## src/dcache_pkg.sv

```systemverilog
package dcache_pkg;

    // address split: tag | index | word offset | byte
    localparam int TAG_W    = 20;
    localparam int INDEX_W  = 6;
    localparam int OFFSET_W = 4;

    // line and word sizes in bits
    localparam int LINE_W = 512;
    localparam int WORD_W = 32;

    // direct-mapped main array depth
    localparam int LINES = 64;

    // victim store size and its round-robin pointer width
    localparam int VICTIM_ENTRIES = 4;
    localparam int VPTR_W         = 2;

    typedef logic [TAG_W-1:0]         tag_t;
    typedef logic [INDEX_W-1:0]       index_t;
    typedef logic [OFFSET_W-1:0]      offset_t;
    // tag followed by index, the key of the victim store
    typedef logic [TAG_W+INDEX_W-1:0] line_addr_t;
    typedef logic [LINE_W-1:0]        line_t;
    typedef logic [WORD_W-1:0]        word_t;
    typedef logic [VPTR_W-1:0]        vptr_t;

    // cpu byte address, 32 bits
    typedef struct packed {
        tag_t       tag;
        index_t     index;
        offset_t    offset;
        logic [1:0] byte_off;
    } cpu_req_t;

    // one line with its address, used for main array fills and victim pushes
    typedef struct packed {
        line_addr_t line_addr;
        line_t      data;
    } line_fill_t;

    // controller states
    typedef enum logic [2:0] {
        IDLE,
        LOOKUP,
        VFILL,
        MEM_REQ,
        MEM_DROP,
        FILL,
        RESP
    } ctrl_state_t;

endpackage

```

## src/victim_buffer.sv

```systemverilog
`timescale 1ns/1ps

module victim_buffer
    import dcache_pkg::*;
(
    input  logic       clk,
    input  logic       rstn,
    input  line_addr_t lookup_addr,
    output logic       victim_hit,
    output line_t      victim_line,
    input  logic       push_en,
    input  line_fill_t push
);

    // entry storage
    logic [VICTIM_ENTRIES-1:0] valid;
    line_addr_t                addr_mem [VICTIM_ENTRIES];
    line_t                     line_mem [VICTIM_ENTRIES];

    // next entry to overwrite
    vptr_t wr_ptr;

    logic [VICTIM_ENTRIES-1:0] match;
    vptr_t                     hit_sel;

    // compare every valid entry at once
    always_comb begin
        for (int i = 0; i < VICTIM_ENTRIES; i++) begin
            match[i] = valid[i] && (addr_mem[i] == lookup_addr);
        end
    end

    // lowest numbered match wins
    always_comb begin
        hit_sel = '0;
        for (int i = VICTIM_ENTRIES - 1; i >= 0; i--) begin
            if (match[i]) begin
                hit_sel = vptr_t'(i);
            end
        end
    end

    assign victim_hit  = |match;
    assign victim_line = victim_hit ? line_mem[hit_sel] : '0;

    // round-robin push
    always_ff @(posedge clk) begin
        if (!rstn) begin
            valid  <= '0;
            wr_ptr <= '0;
        end else if (push_en) begin
            valid[wr_ptr] <= 1'b1;
            wr_ptr        <= wr_ptr + vptr_t'(1);
        end
    end

    always_ff @(posedge clk) begin
        if (push_en) begin
            addr_mem[wr_ptr] <= push.line_addr;
            line_mem[wr_ptr] <= push.data;
        end
    end

    // the controller drives a single cycle push
    a_push_one_cycle: assert property (
        @(posedge clk) disable iff (!rstn)
        push_en |=> !push_en
    ) else $error("push_en held high for more than one cycle");

    // stale copies can be left behind by a swap, but lines are clean so they
    // must carry the same data as any newer copy of that line
    for (genvar i = 0; i < VICTIM_ENTRIES; i++) begin : g_dup_a
        for (genvar j = i + 1; j < VICTIM_ENTRIES; j++) begin : g_dup_b
            a_dup_same_data: assert property (
                @(posedge clk) disable iff (!rstn)
                (match[i] && match[j]) |-> (line_mem[i] == line_mem[j])
            ) else $error("victim entries %0d and %0d disagree", i, j);
        end
    end

endmodule
```

## config.mk

```make
export PLATFORM = sky130hd
export DESIGN_NAME = victim_buffer
export DESIGN_NICKNAME = d
export VERILOG_FILES = /design/src/dcache_pkg.sv /design/src/victim_buffer.sv
export SDC_FILE = /design/constraint.sdc
export NUM_CORES = 2
export LEC_CHECK = 0
export BUFFER_PORTS_ARGS = -buffer_cell sky130_fd_sc_hd__buf_4
export CORE_UTILIZATION = 35
export CTS_BUF_LIST = sky130_fd_sc_hd__clkbuf_8
export DETAILED_ROUTE_END_ITERATION = 7
export PLACE_DENSITY_LB_ADDON = 0.08
export SLEW_MARGIN = 40
export SYNTH_ARGS = -nofsm -noshare
export SYNTH_HDL_FRONTEND = slang
export SYNTH_SLANG_ARGS = --single-unit
```

## constraint.sdc

```tcl
create_clock -name clk -period 29.4 [get_ports clk]
set_input_delay 0 -clock clk [delete_from_list [all_inputs] [get_ports clk]]
set_output_delay 0 -clock clk [all_outputs]
set_load 0.02 [all_outputs]
```

Word-level counts from Yosys, hierarchy flattened
Memory sizes are Yosys's and may differ from the RTL's.
Cells that the tools add are included.
- output and inout bits: 513
- memories kept: 2
- logic and storage cells: 27
- flip-flop bits (word level): 6
- input port bits: 567
- memory bits (writable): 2152
- memory list (memory ; depth ; width ; read ports ; clocked after Yosys merged registers in ; wr ports ; line ; text):
    line_mem ; 4 ; 512 ; 1 ; 0 ; 1 ; victim_buffer.sv:18 ; line_t line_mem [VICTIM_ENTRIES];
    addr_mem ; 4 ; 26 ; 4 ; 0 ; 1 ; victim_buffer.sv:17 ; line_addr_t addr_mem [VICTIM_ENTRIES];
- muxes and demuxes: 9
- $lt $le $gt $ge: 2
- add/sub/neg operators: 1
- equality and inequality tests: 4
- reduce and logical (&&, ||, !) cells: 6
- bitwise gates (word level): 1
- operators by type and width (operator ; number):
    512-bit two-way mux ; 1
    26-bit == test ; 4
    2-bit two-way mux ; 4
    1-bit logical AND ; 5
    4-bit bitwise OR ; 1
    4-bit OR reduction ; 1
    2-bit by 3-bit < comparator with 1-bit output, second input constant ; 1
    1-bit two-way mux ; 3
    2-bit by 1-bit adder with 2-bit output, second input constant ; 1
    1-bit demux with 2-bit select ; 1
    2-bit by 1-bit >= comparator with 1-bit output, second input constant ; 1

Logic depth before layout (Yosys ltp)
An unclocked memory read counts as a cell.
- depth in word-level cells: 8
- mapped depth: 11
- gate-level depth less buffers: 6

Worst setup path after synthesis
No wires, ideal clock.
- path kind: reg2reg
- from: reg wr_ptr[0]
- to: mem addr_mem[0][0] in the netlist's numbering (enable)
- clock period less this slack: 13.643 ns
- stages on the path, launching flop included: 4
- path slack: 15.757 ns
- required time: 28.428 ns
- setup time: 0.972 ns
- path buffers: 0
- arrival time: 12.672 ns
- path through: dfxtp_1 inv_1 ha_1 and2_1
- RTL lines (item ; line ; text):
    start, declared ; victim_buffer.sv:21 ; vptr_t wr_ptr;
    start signal, assigned ; victim_buffer.sv:53 ; wr_ptr <= wr_ptr + vptr_t'(1);
    end, declared ; victim_buffer.sv:17 ;
No word-level cell before the write port.

==> run summary <==
post-CTS setup buffer count - 0
sw frac - 22.90%
sequential-to-total area share from yosys stat - 75.04%
Reg clk slew, reported paths - 0.06 ns
layout cells sized above 1 - 21.03%
worst skew pair latency - 1.08 ns
CP Data Arrival Time - 6.47 ns
area grow syn2layout - 33.80%
grt ovf - 0
setup TNS - 0 ns
Nets - 8,136
crit share post-route - 22.02%
CP startpoint kind - flip-flop
Max stage delay cell, worst path - buf_4
Logic pwr share - 5.9%
routed length per placed instance - 27.34 um
Synth cell types - 24
row count - 181
I/O Buffers - 1,079
H-tree depth - 5
Buf/Inv on CP - 6
Clock Path Buffers - 4
largest net degree at the start of global routing - 149
Final Wtd Congestion - 0.7652
Via density - 5.531
Setup WS pre-CTS - 23.89 ns
Final Max Tran Viols - 0
Core Region - 244,100 um^2
Iteration-0 DRC Markers - 4,601
Setup Viol. Count Final - 0
Synth Warn # - 0
Final Hold Fails - 0
status - finished clean
CP endpoint kind - output pin
crit path cell chain - xnor2_1 > nand4_1 > nor4_4 > buf_4 > buf_6 > buf_4 > buf_4 > buf_6 > nand4_1 > o211a_1 > o2bb2ai_1 > buf_4
Synth Cell Area - 86,270 um^2
CP required - 29.40 ns
TritonCTS clock tree - done
Top Family by Delay on Critical Path - buffers and inverters
initial antenna violation count - 85
fin worst setup slack - 22.93 ns
Yosys reg bits - 2,158
num ports - 1,080
Avg Cell Area, Syn - 15.83 um^2
Worst Hold Class - in2reg
Die ar. - 248,500 um^2
Initial Util - 35.34%
routed via count - 61,280
max_cap viols - 0
Pre-Repair DR Iteration Count - 5
GRT Overall Usage - 23.44%
Max FO, Critical Path - 58
hold path depth - 3
CTS sink cnt - 2,158
Worst VDD drop - 0.03507 mV
Int Pwr - 4.981 mW
Synth Instances - 5,450
DRT Wirelength - 303.0 mm
CP peak stage delay - 0.76 ns
global-route wire length before repair - 436.5 mm
# DRC - 0
Die X - 498.5 um
Fmax - 154.5 MHz
most used cell, CP - buf_4
depth of the worst register-to-register path - 7
Worst-Margin Slew - 0.9328 ns
Setup Skew - 0.1087 ns
syn_nets - 6,021
chip height - 498.5 um
Crit path depth - 12
register share of total power - 55.3%
Min Hold Slack - 0.1689 ns
Root Driver - clkbuf_8
vias in the first global route - 61,380
Pwr Density - 55.96 nW/um^2
post-route minimum period - 6.474 ns
HPWL Detailed - 167.4 mm
leak pwr - 39.41 nW
number of gates resized after cts - 0
Setup CP Type - reg2out
CTS buffer count - 396
unrepaired setup endpoints after global routing - no
clock group share of total power - 38.8%
Max transition margin - 37.81%
Psw - 1.479 mW
Final ANT Viol Nets - 0
[synth_stat cells, drive strengths merged]
cell type | instances | area [um^2]
and2 | 5 | 31.28
and3 | 2 | 12.51
buf | 120 | 586.8
clkbuf | 449 | 1685
dfxtp | 6 | 120.1
edfxtp | 2152 | 64620
ha | 4 | 50.05
inv | 2 | 7.510
mux2i | 1 | 10.01
nand3 | 1 | 5.000
nand4 | 1046 | 6544
nor2 | 515 | 1933
nor2b | 1 | 6.260
nor3 | 4 | 20.02
nor4 | 8 | 71.32
nor4b | 1 | 8.760
o211a | 512 | 5125
o21a | 4 | 30.03
o2bb2ai | 512 | 4484
xnor2 | 76 | 665.6
xor2 | 29 | 254.0
[area by class of cell]
cell class | instances | area [um^2]
Inverter | 2 | 7.507
Antenna cell | 47 | 117.6
Timing Repair Buffer | 2286 | 20590
Sequential cell | 2158 | 64740
Multi-Input combinational cell | 2721 | 19310
Fill cell | 21810 | 128700
Clock inverter | 264 | 1152
Tap cell | 3202 | 4006
Clock buffer | 400 | 5505
[worst paths after layout]
check / from / end / slack [ns]
hold reg to reg: valid[3] / valid[3] / 0.47
setup reg to reg: wr_ptr[0] / line_mem[3][96] / 24.76
hold / removal: push_en / line_mem[0][492] / 0.17
setup / recovery: addr_mem[1][3] / victim_line[91] / 22.93
[kinds of logic after synthesis]
logic type                 after synthesis  share of synthesized area (%)
and+or+nand+nor                       1583                          10.01
muxes                                    1                        0.01160
buffers and inverters                  571                          2.642
xor gates and xnor gates               105                          1.066
AOI/OAI and AO/OA                     1028                          11.17
adders and majority gates                4                        0.05801
DFF                                   2158                          75.04
[power groups by stage]
| stage | Combinational [mW] | Sequential [mW] | Clock [mW] |
|---|---|---|---|
| floorplan | 0.0837 | 3.71 | 0 |
| global placement | 0.252 | 3.63 | 0 |
| detailed placement | 0.260 | 3.63 | 0 |
| CTS | 0.387 | 3.57 | 2.57 |
| global route | 0.405 | 3.58 | 2.70 |
| finish | 0.383 | 3.57 | 2.51 |
[metal layers]
metal / vias up / GRT usage (%) / share of wire [%]
met3: 563 / 6.004 / 7.0
met5: - / 0 / 0.13
met2: 2150 / 38.30 / 48
li1: 26830 / - / -
met4: 60 / 7.480 / 3.2
met1: 31680 / 30.38 / 41
[repair_timing]
| action | CTS | global route |
|---|---|---|
| hold buffers | 1081 | 0 |
| hold endpoints to repair | 2657 | 0 |
| setup endpoints to repair | 0 | 0 |
[stage by stage]
step | util, % | instances | cell area (um^2) | power (mW)
6_report | 47.28 | 11080 | 115400 | 6.460
5_1_grt | 47.26 | 11060 | 115400 | 6.680
4_1_cts | 47.18 | 11030 | 115200 | 6.529
3_5_place_dp | 40.02 | 9283 | 97700 | 3.892
3_3_place_gp | 39.80 | 9268 | 97170 | 3.882
2_1_floorplan | - | 5450 | 86270 | 3.796
[registers in the layout, summed over array words and instances (netlist names)]
signal / count
addr_mem: 104
line_mem: 2048
valid: 4
wr_ptr: 2
[tightest hold or removal path: stages]
cell and delay, ns:
dlygate4sd3_1 0.58, buf_4 0.17, and2_4 0.26
[placed cells by master (no fill, tap or decap), types with 5 or more instances in the layout]
master | netlist | final
o2bb2ai_1 | 512 | 512
inv_8 | 0 | 5
clkinv_1 | 0 | 99
nor2_1 | 515 | 513
dlygate4sd3_1 | 0 | 1081
diode_2 | 0 | 47
buf_12 | 0 | 24
xor2_1 | 29 | 29
xnor2_1 | 76 | 76
buf_4 | 0 | 1124
inv_1 | 2 | 137
dfxtp_1 | 6 | 6
nand4_1 | 1046 | 1046
buf_6 | 0 | 44
clkbuf_8 | 0 | 400
nor4_1 | 6 | 6
clkinv_2 | 0 | 16
edfxtp_1 | 2152 | 2152
o211a_1 | 512 | 512
buf_16 | 0 | 13
Power figures use the tool's default switching activity.
